==> src/include/loader_defines.svh <==
////////////////////////////////////////
// Loader constants
// Host index codes, address limits and pointer cells
////////////////////////////////////////

`ifndef LOADER_DEFINES_SVH
`define LOADER_DEFINES_SVH

// Host file index codes
`define LD_IDX_PRG 8'h01
`define LD_IDX_ROM 8'h06
`define LD_IDX_CRT 8'h41
`define LD_IDX_CT  8'h81

// Exclusive upper bounds for kept data
`define LD_PRG_LIMIT  16'hA000
`define LD_CART_LIMIT 16'hC000

// Kernal image window in host offsets, moved up in memory
`define LD_ROM_LO    25'h0004000
`define LD_ROM_HI    25'h0008000
`define LD_ROM_SHIFT 16'h8000

// BASIC pointer cells patched after a program load
`define LD_PTR_COUNT 8
`define LD_PTR_BASE  16'h002D
`define LD_PTR_EAL   16'h00AE

// Tracked 8 KB cartridge blocks
`define LD_CART_BLOCKS 5

`endif

==> src/logic/media_pkg.sv <==
////////////////////////////////////////
// Media types
// File kinds and machine address spaces
////////////////////////////////////////

package media_pkg;

	// Kind of file being downloaded
	typedef enum logic [2:0] {
		NONE,
		PRG,
		ROM,
		CRT,
		CT
	} file_kind_e;

	// Machine memory address
	typedef logic [15:0] mem_addr_t;

	// Byte offset within the host stream
	typedef logic [24:0] host_addr_t;

	// Touched cartridge blocks, bits for blocks 0 1 2 3 and 5
	typedef logic [4:0] cart_blk_t;

	// Expansion RAM enables in the same bit order
	typedef logic [4:0] ram_ext_t;

endpackage

==> src/logic/bus_pkg.sv <==
////////////////////////////////////////
// Bus types
////////////////////////////////////////

package bus_pkg;

	// Data byte on the host stream and memory bus
	typedef logic [7:0] byte_t;

	// Byte select of the 8 bit Wishbone port
	typedef logic [0:0] wb_sel_t;

endpackage

==> src/logic/load_stream_decoder.sv <==
////////////////////////////////////////
// Load stream decoder
// Turns host download bytes into memory writes
////////////////////////////////////////

`include "loader_defines.svh"

module load_stream_decoder (
	input  logic                 clk_sys,
	input  logic                 reset,
	input  logic                 ioctl_download_i,
	input  bus_pkg::byte_t       ioctl_index_i,
	input  logic                 ioctl_wr_i,
	input  media_pkg::host_addr_t ioctl_addr_i,
	input  bus_pkg::byte_t       ioctl_dout_i,
	input  bus_pkg::byte_t       ioctl_ext_i,
	input  logic                 dec_done_i,
	output logic                 dec_req_o,
	output media_pkg::mem_addr_t dec_adr_o,
	output bus_pkg::byte_t       dec_dat_o,
	output logic                 cart_wr_o,
	output logic                 prg_end_o,
	output media_pkg::mem_addr_t end_adr_o
);

	function automatic media_pkg::file_kind_e decode_kind(input bus_pkg::byte_t idx);
		case (idx)
			`LD_IDX_PRG: return media_pkg::PRG;
			`LD_IDX_ROM: return media_pkg::ROM;
			`LD_IDX_CRT: return media_pkg::CRT;
			`LD_IDX_CT:  return media_pkg::CT;
			default:     return media_pkg::NONE;
		endcase
	endfunction

	// Raw cartridge base from the last extension character
	function automatic media_pkg::mem_addr_t ct_base(input bus_pkg::byte_t ext,
			input media_pkg::mem_addr_t cur);
		if (ext >= "2" && ext <= "9")
			return {ext[3:0], 12'h000};
		if (ext >= "A" && ext <= "B")
			return {ext[3:0] + 4'd9, 12'h000};
		return cur;
	endfunction

	logic                  dl_prev;
	logic                  dl_start;
	logic                  hdr_byte;
	logic                  take;
	media_pkg::file_kind_e kind_q;
	media_pkg::file_kind_e kind_cur;
	media_pkg::mem_addr_t  addr_q;
	media_pkg::mem_addr_t  addr_cur;
	media_pkg::mem_addr_t  wr_adr;

	always_comb begin
		dl_start = ioctl_download_i && !dl_prev;
		kind_cur = dl_start ? decode_kind(ioctl_index_i) : kind_q;
		addr_cur = addr_q;
		if (dl_start && kind_cur == media_pkg::CT)
			addr_cur = ct_base(ioctl_ext_i, addr_q);
		// PRG and CRT files open with a little-endian load address
		hdr_byte = (kind_cur == media_pkg::PRG || kind_cur == media_pkg::CRT) &&
			(ioctl_addr_i < 25'd2);
		take = 1'b0;
		wr_adr = addr_cur;
		if (ioctl_download_i && ioctl_wr_i && !hdr_byte) begin
			case (kind_cur)
				media_pkg::PRG: take = addr_cur < `LD_PRG_LIMIT;
				media_pkg::CRT, media_pkg::CT: take = addr_cur < `LD_CART_LIMIT;
				media_pkg::ROM: begin
					take = ioctl_addr_i >= `LD_ROM_LO && ioctl_addr_i < `LD_ROM_HI;
					wr_adr = ioctl_addr_i[15:0] + `LD_ROM_SHIFT;
				end
				default: take = 1'b0;
			endcase
		end
	end

	always_ff @(posedge clk_sys) begin
		if (reset) begin
			dl_prev <= 1'b0;
			kind_q <= media_pkg::NONE;
			addr_q <= '0;
			dec_req_o <= 1'b0;
			cart_wr_o <= 1'b0;
			prg_end_o <= 1'b0;
		end else begin
			dl_prev <= ioctl_download_i;
			cart_wr_o <= 1'b0;
			prg_end_o <= 1'b0;
			if (dl_start)
				kind_q <= kind_cur;
			addr_q <= addr_cur;
			if (ioctl_download_i && ioctl_wr_i && hdr_byte) begin
				if (ioctl_addr_i[0])
					addr_q[15:8] <= ioctl_dout_i;
				else
					addr_q[7:0] <= ioctl_dout_i;
			end
			if (take && kind_cur != media_pkg::ROM)
				addr_q <= addr_cur + 16'd1;
			if (take)
				cart_wr_o <= kind_cur == media_pkg::CRT || kind_cur == media_pkg::CT;
			if (dec_done_i)
				dec_req_o <= 1'b0;
			if (take)
				dec_req_o <= 1'b1;
			// End of a program download triggers the pointer patch
			if (dl_prev && !ioctl_download_i && kind_q == media_pkg::PRG)
				prg_end_o <= 1'b1;
		end
	end

	always_ff @(posedge clk_sys) begin
		if (take) begin
			dec_adr_o <= wr_adr;
			dec_dat_o <= ioctl_dout_i;
		end
	end

	// Address just past the last kept byte
	assign end_adr_o = addr_q;

	// Host must be held off by the wait signal while a write is pending
	a_no_overrun: assert property (@(posedge clk_sys) disable iff (reset)
		take |-> !dec_req_o);

endmodule

==> src/logic/basic_ptr_patcher.sv <==
////////////////////////////////////////
// BASIC pointer patcher
// Writes the program end address into the pointer cells
////////////////////////////////////////

`include "loader_defines.svh"

module basic_ptr_patcher (
	input  logic                 clk_sys,
	input  logic                 reset,
	input  logic                 prg_end_i,
	input  media_pkg::mem_addr_t end_adr_i,
	input  logic                 pat_done_i,
	output logic                 pat_req_o,
	output media_pkg::mem_addr_t pat_adr_o,
	output bus_pkg::byte_t       pat_dat_o
);

	typedef enum logic [1:0] {IDLE, ISSUE, WAIT} state_e;

	state_e               state_q;
	logic [2:0]           step_q;
	media_pkg::mem_addr_t end_q;

	always_ff @(posedge clk_sys) begin
		if (reset) begin
			state_q <= IDLE;
			step_q <= '0;
		end else begin
			case (state_q)
				IDLE: if (prg_end_i) state_q <= ISSUE;
				// One gap cycle so the bus master sees a fresh request
				ISSUE: state_q <= WAIT;
				WAIT: if (pat_done_i) begin
					if (step_q == 3'(`LD_PTR_COUNT - 1)) begin
						step_q <= '0;
						state_q <= IDLE;
					end else begin
						step_q <= step_q + 3'd1;
						state_q <= ISSUE;
					end
				end
				default: state_q <= IDLE;
			endcase
		end
	end

	always_ff @(posedge clk_sys) begin
		if (state_q == IDLE && prg_end_i)
			end_q <= end_adr_i;
	end

	// Cells 2D to 32 first, then AE and AF
	assign pat_adr_o = (step_q < 3'd6) ? `LD_PTR_BASE + media_pkg::mem_addr_t'(step_q) :
		`LD_PTR_EAL + media_pkg::mem_addr_t'(step_q - 3'd6);
	// Low byte on the first of each pair
	assign pat_dat_o = step_q[0] ? end_q[15:8] : end_q[7:0];
	assign pat_req_o = state_q == WAIT;

endmodule

==> src/logic/memory_config.sv <==
////////////////////////////////////////
// Expansion RAM configuration
// Option bits merged with loaded cartridge blocks
////////////////////////////////////////

`include "loader_defines.svh"

module memory_config (
	input  logic                 clk_sys,
	input  logic                 reset,
	input  logic                 cart_wr_i,
	input  media_pkg::mem_addr_t cart_adr_i,
	input  logic                 opt_ram1_i,
	input  logic [1:0]           opt_ram2_i,
	input  logic                 opt_ram3_i,
	input  logic                 opt_cart_wr_i,
	output media_pkg::ram_ext_t  ram_ext_o,
	output media_pkg::ram_ext_t  ram_ext_ro_o
);

	// Mask bit 4 stands for block 5, block 4 is never tracked
	function automatic logic [2:0] blk_id(input int i);
		return (i == 4) ? 3'd5 : 3'(i);
	endfunction

	media_pkg::cart_blk_t blk_q;
	logic [2:0]           ram2_mask;

	always_ff @(posedge clk_sys) begin
		if (reset) begin
			blk_q <= '0;
		end else if (cart_wr_i) begin
			for (int i = 0; i < `LD_CART_BLOCKS; i++) begin
				if (cart_adr_i[15:13] == blk_id(i))
					blk_q[i] <= 1'b1;
			end
		end
	end

	// RAM2 option grows from 2000 upward in 8 KB steps
	always_comb begin
		case (opt_ram2_i)
			2'd0: ram2_mask = 3'b000;
			2'd1: ram2_mask = 3'b001;
			2'd2: ram2_mask = 3'b011;
			default: ram2_mask = 3'b111;
		endcase
	end

	assign ram_ext_o = {opt_ram3_i, ram2_mask, opt_ram1_i} | blk_q;
	assign ram_ext_ro_o = opt_cart_wr_i ? '0 : blk_q;

endmodule

==> src/logic/wb_write_master.sv <==
////////////////////////////////////////
// Wishbone write master
// Arbitrates decoder and patcher writes onto the bus
////////////////////////////////////////

module wb_write_master (
	input  logic                 clk_sys,
	input  logic                 reset,
	input  logic                 dec_req_i,
	input  media_pkg::mem_addr_t dec_adr_i,
	input  bus_pkg::byte_t       dec_dat_i,
	input  logic                 pat_req_i,
	input  media_pkg::mem_addr_t pat_adr_i,
	input  bus_pkg::byte_t       pat_dat_i,
	input  logic                 wb_ack_i,
	output logic                 dec_done_o,
	output logic                 pat_done_o,
	output logic                 ioctl_wait_o,
	output logic                 wb_cyc_o,
	output logic                 wb_stb_o,
	output logic                 wb_we_o,
	output media_pkg::mem_addr_t wb_adr_o,
	output bus_pkg::byte_t       wb_dat_o,
	output bus_pkg::wb_sel_t     wb_sel_o
);

	// Set while the patcher owns the current cycle
	logic own_pat;

	always_ff @(posedge clk_sys) begin
		if (reset) begin
			wb_cyc_o <= 1'b0;
			wb_stb_o <= 1'b0;
			own_pat <= 1'b0;
		end else if (wb_cyc_o) begin
			if (wb_ack_i) begin
				wb_cyc_o <= 1'b0;
				wb_stb_o <= 1'b0;
			end
		end else if (dec_req_i || pat_req_i) begin
			wb_cyc_o <= 1'b1;
			wb_stb_o <= 1'b1;
			// Decoder wins a tie
			own_pat <= !dec_req_i;
		end
	end

	always_ff @(posedge clk_sys) begin
		if (!wb_cyc_o) begin
			wb_adr_o <= dec_req_i ? dec_adr_i : pat_adr_i;
			wb_dat_o <= dec_req_i ? dec_dat_i : pat_dat_i;
		end
	end

	assign dec_done_o = wb_cyc_o && wb_ack_i && !own_pat;
	assign pat_done_o = wb_cyc_o && wb_ack_i && own_pat;
	// Host stalls for as long as a decoder write is outstanding
	assign ioctl_wait_o = dec_req_i;
	assign wb_we_o = wb_cyc_o;
	assign wb_sel_o = 1'b1;

	a_stb_cyc: assert property (@(posedge clk_sys) disable iff (reset)
		wb_stb_o |-> wb_cyc_o);
	a_adr_hold: assert property (@(posedge clk_sys) disable iff (reset)
		wb_stb_o && !wb_ack_i |=> wb_stb_o && $stable(wb_adr_o) && $stable(wb_dat_o));

endmodule

==> src/logic/vic_loader_top.sv <==
////////////////////////////////////////
// Loader top level
////////////////////////////////////////

module vic_loader_top (
	input  logic                  clk_sys,
	input  logic                  reset,
	input  logic                  ioctl_download_i,
	input  bus_pkg::byte_t        ioctl_index_i,
	input  logic                  ioctl_wr_i,
	input  media_pkg::host_addr_t ioctl_addr_i,
	input  bus_pkg::byte_t        ioctl_dout_i,
	input  bus_pkg::byte_t        ioctl_ext_i,
	output logic                  ioctl_wait_o,
	output logic                  wb_cyc_o,
	output logic                  wb_stb_o,
	output logic                  wb_we_o,
	output media_pkg::mem_addr_t  wb_adr_o,
	output bus_pkg::byte_t        wb_dat_o,
	output bus_pkg::wb_sel_t      wb_sel_o,
	input  logic                  wb_ack_i,
	input  logic                  opt_ram1_i,
	input  logic [1:0]            opt_ram2_i,
	input  logic                  opt_ram3_i,
	input  logic                  opt_cart_wr_i,
	output media_pkg::ram_ext_t   ram_ext_o,
	output media_pkg::ram_ext_t   ram_ext_ro_o
);

	logic                 dec_req;
	logic                 dec_done;
	logic                 pat_req;
	logic                 pat_done;
	logic                 cart_wr;
	logic                 prg_end;
	media_pkg::mem_addr_t dec_adr;
	media_pkg::mem_addr_t pat_adr;
	media_pkg::mem_addr_t end_adr;
	bus_pkg::byte_t       dec_dat;
	bus_pkg::byte_t       pat_dat;

	load_stream_decoder u_decoder (
		.clk_sys(clk_sys), .reset(reset),
		.ioctl_download_i(ioctl_download_i), .ioctl_index_i(ioctl_index_i),
		.ioctl_wr_i(ioctl_wr_i), .ioctl_addr_i(ioctl_addr_i),
		.ioctl_dout_i(ioctl_dout_i), .ioctl_ext_i(ioctl_ext_i),
		.dec_done_i(dec_done), .dec_req_o(dec_req), .dec_adr_o(dec_adr),
		.dec_dat_o(dec_dat), .cart_wr_o(cart_wr), .prg_end_o(prg_end),
		.end_adr_o(end_adr)
	);

	basic_ptr_patcher u_patcher (
		.clk_sys(clk_sys), .reset(reset),
		.prg_end_i(prg_end), .end_adr_i(end_adr), .pat_done_i(pat_done),
		.pat_req_o(pat_req), .pat_adr_o(pat_adr), .pat_dat_o(pat_dat)
	);

	memory_config u_config (
		.clk_sys(clk_sys), .reset(reset),
		.cart_wr_i(cart_wr), .cart_adr_i(dec_adr),
		.opt_ram1_i(opt_ram1_i), .opt_ram2_i(opt_ram2_i), .opt_ram3_i(opt_ram3_i),
		.opt_cart_wr_i(opt_cart_wr_i),
		.ram_ext_o(ram_ext_o), .ram_ext_ro_o(ram_ext_ro_o)
	);

	wb_write_master u_master (
		.clk_sys(clk_sys), .reset(reset),
		.dec_req_i(dec_req), .dec_adr_i(dec_adr), .dec_dat_i(dec_dat),
		.pat_req_i(pat_req), .pat_adr_i(pat_adr), .pat_dat_i(pat_dat),
		.wb_ack_i(wb_ack_i), .dec_done_o(dec_done), .pat_done_o(pat_done),
		.ioctl_wait_o(ioctl_wait_o), .wb_cyc_o(wb_cyc_o), .wb_stb_o(wb_stb_o),
		.wb_we_o(wb_we_o), .wb_adr_o(wb_adr_o), .wb_dat_o(wb_dat_o),
		.wb_sel_o(wb_sel_o)
	);

endmodule

==> config.mk <==
export PLATFORM = sky130hd
export DESIGN_NAME = vic_loader_top
export DESIGN_NICKNAME = d
export VERILOG_FILES = /design/src/logic/media_pkg.sv /design/src/logic/bus_pkg.sv /design/src/logic/load_stream_decoder.sv /design/src/logic/basic_ptr_patcher.sv /design/src/logic/memory_config.sv /design/src/logic/wb_write_master.sv /design/src/logic/vic_loader_top.sv
export VERILOG_INCLUDE_DIRS = /design/src /design/src/include
export SDC_FILE = /design/constraint.sdc
export NUM_CORES = 1
export LEC_CHECK = 0
export ABC_AREA = 1
export BUFFER_PORTS_ARGS = -buffer_cell sky130_fd_sc_hd__buf_2
export CAP_MARGIN = 0
export CORE_MARGIN = 8
export CORE_UTILIZATION = 55
export DETAILED_ROUTE_END_ITERATION = 6
export GPL_TIMING_DRIVEN = 0
export PLACE_DENSITY = 0.85
export SLEW_MARGIN = 5
export SYNTH_ARGS = -nofsm -noshare
export SYNTH_HDL_FRONTEND = slang
export SYNTH_HIERARCHICAL = 1
export SYNTH_SLANG_ARGS = --single-unit
==> constraint.sdc <==
create_clock -name clk_sys -period 5.2 [get_ports clk_sys]
set_input_delay 1.04 -clock clk_sys [delete_from_list [all_inputs] [get_ports clk_sys]]
set_output_delay 1.04 -clock clk_sys [all_outputs]
set_load 0.01 [all_outputs]
==> results.cfg, run 1 <==
[run_status]
status = complete, no violations

[synth]
synth_seq_cells = 100
synth_area_leader_cell = edfxtp_1
synth_warnings = 6
synthCells = 714
synth_top_area_share_pct = 34.5
yosysUniqueCellTypes = 38
avgSynthCellArea_um2 = 7.81
syn_area_um2 = 5570
ys_seq_area_share_pct = 47.4
synthTopCellsByArea = edfxtp_1 34%, nand2_1 17%, dfxtp_1 13%, nor2_1 6.1%, inv_1 4.2%

[place]
io_buffer_count = 96
gp_congestion = 0.987
placedInstanceArea_um2 = 6280
hpwl_um = 10300

[sta]
relSlewSlack_pct = 16.2
fmaxAchievable_mhz = 314
fin_crit_ns = 3.18
tightest_slew_ns = 1.25
rsz0062_at_grt = no
tns_ns = 0
setup-violations-final = 0
hold_viol_final = 0
report.final.slew_viol_count = 0
fin_skew_ns = 0.0106
fin_crit_sh_pct = 61.2

[global_routing]
grt_pass1_vias = 4496
antenna_found_initial = 0
grt-ovfl-total = 0
grt_max_degree = 27
grt_pass1_wl_um = 21200
grtUsageTotal_pct = 20.0

[worst_setup_path]
start_kind = input port
worstSetupStartpoint = ioctl_ext_i[0]
worstPathArrival_ns = 3.45
r2r_cells = 13
crit_top_cell = nand2_1
endpoint = u_decoder/end_adr_o[10]$_SDFF_PP0_
reg2reg_to = u_decoder/dec_dat_o[7]$_DFFE_PP_
crit_fanout = 10
r2r_slack_ns = 2.81
critical_path.endpoint_type = flip-flop
crit_required_ns = 5.46
reg2reg_from = u_decoder/dl_prev$_SDFF_PP0_
worst_path_max_delay_cell = ha_1
cpPeakStageDelay_ns = 0.21
critPathKind = input port to flip-flop
crit_path_cell_trace = buf_2 -> inv_1 -> ha_1 -> o21ai_1 -> nand2_1 -> nand3_4 -> nand2_1 -> nand2_2 -> buf_6 -> nand2_1 -> inv_1 -> ha_1 -> nand4_2 -> inv_1 -> nand2_1 -> nor2_1 -> nand2_1 -> a21oi_1 -> nor2_1

[clocking]
cts_max_path_buffers = 2
post_cts_buffers = 0
post_cts_resized = 0
clock_latency_ns = 0.36
cts_made_buffers = 9
htreeDepth = 3
path_clk_slew_ns = 0.09
cts_tree = built
hold_buffers = 0
cts.sinks = 100
cts-root-buf = clkbuf_8

[hold_path]
holdPathStages = 2
hp-class = flip-flop to flip-flop
hold_start = u_master/wb_stb_o$_SDFFE_PP0P_

[detailed_routing]
drc_errors = 0
vias_per_cell = 5.01
drt_iter0_markers = 345
wl_um = 13100
ant_nets = 0
routed-via-count = 4849
wire_per_inst_um = 13.5
firstDrtPassIters = 5

[floorplanning]
fp.dieH_um = 117
die_w_um = 117
core-area_um2 = 9820
ios = 98
placementRows = 36
dieArea_um2 = 13600
initial_utilization_pct = 56.8

[final_layout]
drive_gt1_share_pct = 24.1
synthToLayoutAreaGrowth_pct = 15.8
diodes = 0
nets = 897
stdcell_area_um2 = 6450

[power_and_ir_drop]
p_leak_nw = 3.09
pwr_density_cell_nw_per_um2 = 230
peakVddDrop_mv = 0.131
p_total_mw = 1.48

[job]
maxCapViolations = 0
## report_power, final
part           switching, mW  internal [mW]  leakage, nW
Clock                  0.275          0.177       0.0878
Combinational         0.0946         0.0616         2.07
Sequential           0.00994          0.866        0.939
## per-layer routing
metal / up-vias / share of wire, % / global-route usage [%]
met3: 17 / 7.7 / 4.40
met4: 0 / 1.5 / 6.48
met1: 2170 / 43 / 24.8
met5: - / 0 / 0
li1: 2458 / - / -
met2: 204 / 48 / 33.9
## state kept, by name, indices dropped and copies added (netlist names)
name	cells
u_master/wb_dat_o	8
u_decoder/dec_adr_o	16
u_master/wb_stb_o	1
u_patcher/step_q	3
u_config/blk_q	5
u_decoder/dl_prev	1
u_decoder/cart_wr_o	1
u_master/wb_cyc_o	1
u_decoder/end_adr_o	16
u_decoder/prg_end_o	1
u_patcher/end_q	16
u_master/wb_adr_o	16
u_decoder/dec_dat_o	8
u_decoder/dec_req_o	1
u_patcher/state_q	2
u_decoder/kind_q	3
u_master/own_pat	1
## cell usage after synthesis
master	number
nand2_1	259
nor2_1	90
edfxtp_1	64
inv_1	63
dfxtp_1	36
nand3_1	27
o21ai_0	21
o21ai_1	18
buf_4	16
inv_2	13
a21oi_1	11
nand2_2	11
nor2_2	9
ha_1	8
a21oi_2	7
buf_6	7
nand4_1	6
nand2_4	5
nor2_4	5
clkbuf_1	4
xor2_1	4
conb_1	3
nand3_2	3
a21oi_4	2
buf_2	2
inv_4	2
nand3_4	2
nand4_2	2
nor3_1	2
nor4_1	2
or2_1	2
xnor2_1	2
nand3b_1	1
nor2_8	1
nor2b_1	1
o21ai_2	1
o21bai_1	1
or2_0	1
## through the flow
| step | instances | util [%] | hold slack (ns) | setup slack, ns |
|---|---|---|---|---|
| floorplan | 722 | - | 0.409 | 1.64 |
| global placement | 951 | 63.7 | 0.437 | 0.901 |
| detailed placement | 952 | 64.0 | 0.443 | 1.70 |
| CTS | 967 | 65.7 | 0.456 | 2.08 |
| global route | 967 | 65.7 | 0.483 | 1.79 |
| finish | 967 | 65.7 | 0.457 | 2.02 |
## worst min path at each step
stage | end | slack (ns)
2_1_floorplan | u_patcher/end_q[13]$_DFFE_PP_ | 0.41
3_3_place_gp | u_master/wb_stb_o$_SDFFE_PP0P_ | 0.44
3_5_place_dp | u_master/wb_stb_o$_SDFFE_PP0P_ | 0.44
4_1_cts | u_master/wb_stb_o$_SDFFE_PP0P_ | 0.46
5_1_grt | u_master/wb_stb_o$_SDFFE_PP0P_ | 0.48
6_report | u_master/wb_stb_o$_SDFFE_PP0P_ | 0.46
## kinds of logic after synthesis
| kind of cell | count (synthesis) | synth area share, % |
|---|---|---|
| xor+xnor | 6 | 0.943 |
| fa+ha+maj | 8 | 1.80 |
| buf+inv | 107 | 9.36 |
| other cells | 3 | 0.202 |
| compound gates | 61 | 6.46 |
| simple gates | 429 | 33.8 |
| flops | 100 | 47.4 |
## critical path, delay by kind of cell
family	cells	cell delay, ns
AOI/OAI and AO/OA	2	0.28
and+or+nand+nor	10	1.11
adders and majority gates	2	0.42
buffers and inverters	5	0.59
## area by class of cell
| class | count | area (µm²) |
|---|---|---|
| buffer | 29 | 224 |
| clock buffer | 9 | 124 |
| clock inverter | 6 | 46.3 |
| fill | 863 | 3370 |
| inverter | 78 | 298 |
| multi-input combinational | 515 | 2440 |
| sequential | 100 | 2640 |
| tap | 133 | 166 |
| timing repair buffer | 97 | 508 |
## cell usage in the layout (no fill, tap or decap), types with 3 or more instances in the layout
master / count
nand3_2: 3
nor2_2: 9
nand2_4: 5
buf_6: 7
nand3_1: 27
nand4_1: 6
buf_2: 98
a21oi_2: 7
nor2_1: 90
nand2_2: 11
o21ai_1: 17
o21ai_0: 21
inv_1: 63
xor2_1: 4
clkbuf_8: 9
clkbuf_1: 4
buf_4: 16
edfxtp_1: 64
dfxtp_1: 36
conb_1: 11
a21oi_1: 11
ha_1: 8
nor2_4: 5
inv_2: 13
nand2_1: 259
No activity file was read; power rests on OpenSTA's default activity.
==> run 2, diff against run 1 <==
Settings changed: CORE_UTILIZATION 55 to 51, PLACE_DENSITY 0.85 to 0.83.
Clock period 5.2 ns to 2.65 ns, I/O delays scaled along.
==> results.cfg, run 2 (synthesized netlist as in run 1, its figures left out) <==
[run_status]
status = complete, no violations

[sta]
worst_slack_ns = 0.135
setup-violations-final = 0
hold_viol_final = 0
fin_skew_ns = 0.0125
relSlewSlack_pct = 34.4
rsz0062_at_grt = yes
report.final.slew_viol_count = 0
fin_crit_sh_pct = 94.9
fin_crit_ns = 2.51
tightest_slew_ns = 0.984
fmaxAchievable_mhz = 398

[power_and_ir_drop]
pwr_density_cell_nw_per_um2 = 468
peakVddDrop_mv = 0.260
p_leak_nw = 3.09

[clocking]
hold_buffers = 0
htreeDepth = 3
clock_latency_ns = 0.37
cts_made_buffers = 9
cts_max_path_buffers = 2
cts-root-buf = clkbuf_8
cts_tree = built
path_clk_slew_ns = 0.10
cts.sinks = 100

[global_routing]
grt_pass1_wl_um = 22000
grt_max_degree = 27
grt_pass1_vias = 4579
grtUsageTotal_pct = 19.0
grt-ovfl-total = 0
antenna_found_initial = 0

[floorplanning]
die_w_um = 121
core-area_um2 = 10700
placementRows = 38
initial_utilization_pct = 51.9
ios = 98
dieArea_um2 = 14500
fp.dieH_um = 121

[detailed_routing]
wire_per_inst_um = 14.3
firstDrtPassIters = 5
drc_errors = 0
routed-via-count = 4975
drt_iter0_markers = 463
vias_per_cell = 5.10
ant_nets = 0
wl_um = 14000

[place]
pre_cts_slack_ns = -0.647
io_buffer_count = 96
gp_congestion = 0.948
placedInstanceArea_um2 = 6260
hpwl_um = 10500

[final_layout]
final-seq-area_um2 = 2640
layout_common_cells = 257 x nand2_1, 98 x buf_2, 89 x nor2_1
diodes = 0
multiInputGateArea_um2 = 2490
drive_gt1_share_pct = 24.7
stdcell_area_um2 = 6510
nets = 897
post-route-util_pct = 60.6
fill_cells = 992
final_common_cell = nand2_1
synthToLayoutAreaGrowth_pct = 16.8

[worst_setup_path]
crit_fanout = 10
start_kind = input port
worstPathArrival_ns = 2.79
critical_path.endpoint_type = flip-flop
critPathKind = input port to flip-flop
crit_required_ns = 2.93

[hold_path]
hp-class = input port to flip-flop

[job]
maxCapViolations = 0
==> run 2: worst paths after layout <==
path / end / cells past startpoint / startpoint / slack, ns
worst min register to register: u_patcher/end_q[15]$_DFFE_PP_ / 0 / u_decoder/end_adr_o[15]$_SDFF_PP0_ / 0.46
worst min-delay path: u_decoder/dec_dat_o[1]$_DFFE_PP_ / 1 / ioctl_dout_i[1] / 0.35
worst max register to register: u_decoder/dec_dat_o[7]$_DFFE_PP_ / 10 / u_decoder/dl_prev$_SDFF_PP0_ / 0.33
worst max-delay path: u_decoder/end_adr_o[10]$_SDFF_PP0_ / 19 / ioctl_ext_i[0] / 0.14
==> run 2: area by class of cell <==
class                           instances  share of cell area, %
Buffer                                 29                   3.50
Tap cell                              140                   2.69
Multi-Input combinational cell        516                   38.3
Inverter                               78                   4.57
Clock buffer                           10                   1.96
Clock inverter                          6                   1.08
Timing Repair Buffer                   96                   7.38
Sequential cell                       100                   40.6
==> run 2: timing repair <==
action | 4_1_cts | 5_1_grt
cloned | 0 | 1
pin swaps | 0 | 1
endpoints found under the setup margin | 26 | 31
hold endpoints to repair | 0 | 0
gates resized for setup | 1 | 8
buffers inserted | 0 | 0
==> run 2: worst max-delay path, stage by stage <==
cell,delay [ns]
buf_2,0.11
inv_1,0.08
ha_1,0.22
o21ai_1,0.13
nand2_1,0.11
nand3_4,0.12
nand2_1,0.10
nand2_4,0.11
buf_8,0.15
nand2_2,0.09
inv_1,0.08
ha_2,0.21
nand4_4,0.13
inv_2,0.10
nand2_2,0.10
nor2_1,0.10
nand2_1,0.06
a21oi_1,0.17
nor2_1,0.07
==> run 2: report_power, final <==
group | switching, mW | internal (mW)
Combinational | 0.191 | 0.120
Sequential | 0.0191 | 1.70
Clock | 0.567 | 0.448
==> run 2: metrics by stage <==
| stage | hold slack, ns | setup TNS [ns] | total power, mW | cells |
|---|---|---|---|---|
| 4_1_cts | 0.337 | 0 | 3.05 | 974 |
| 6_report | 0.346 | 0 | 3.05 | 975 |
| 2_1_floorplan | 0.409 | 0 | 1.93 | 722 |
| 3_3_place_gp | 0.436 | -15.32 | 2.05 | 958 |
| 3_5_place_dp | 0.436 | -16.91 | 2.06 | 958 |
| 5_1_grt | 0.344 | -0.0915 | 3.15 | 975 |
==> run 2: layer usage <==
layer / up-vias / track usage (%) / wire length (µm)
met4: 0 / 7.49 / 364
met5: - / 0 / 0
met3: 36 / 4.52 / 1320
li1: 2473 / - / -
met1: 2221 / 23.0 / 5610
met2: 245 / 32.1 / 6670
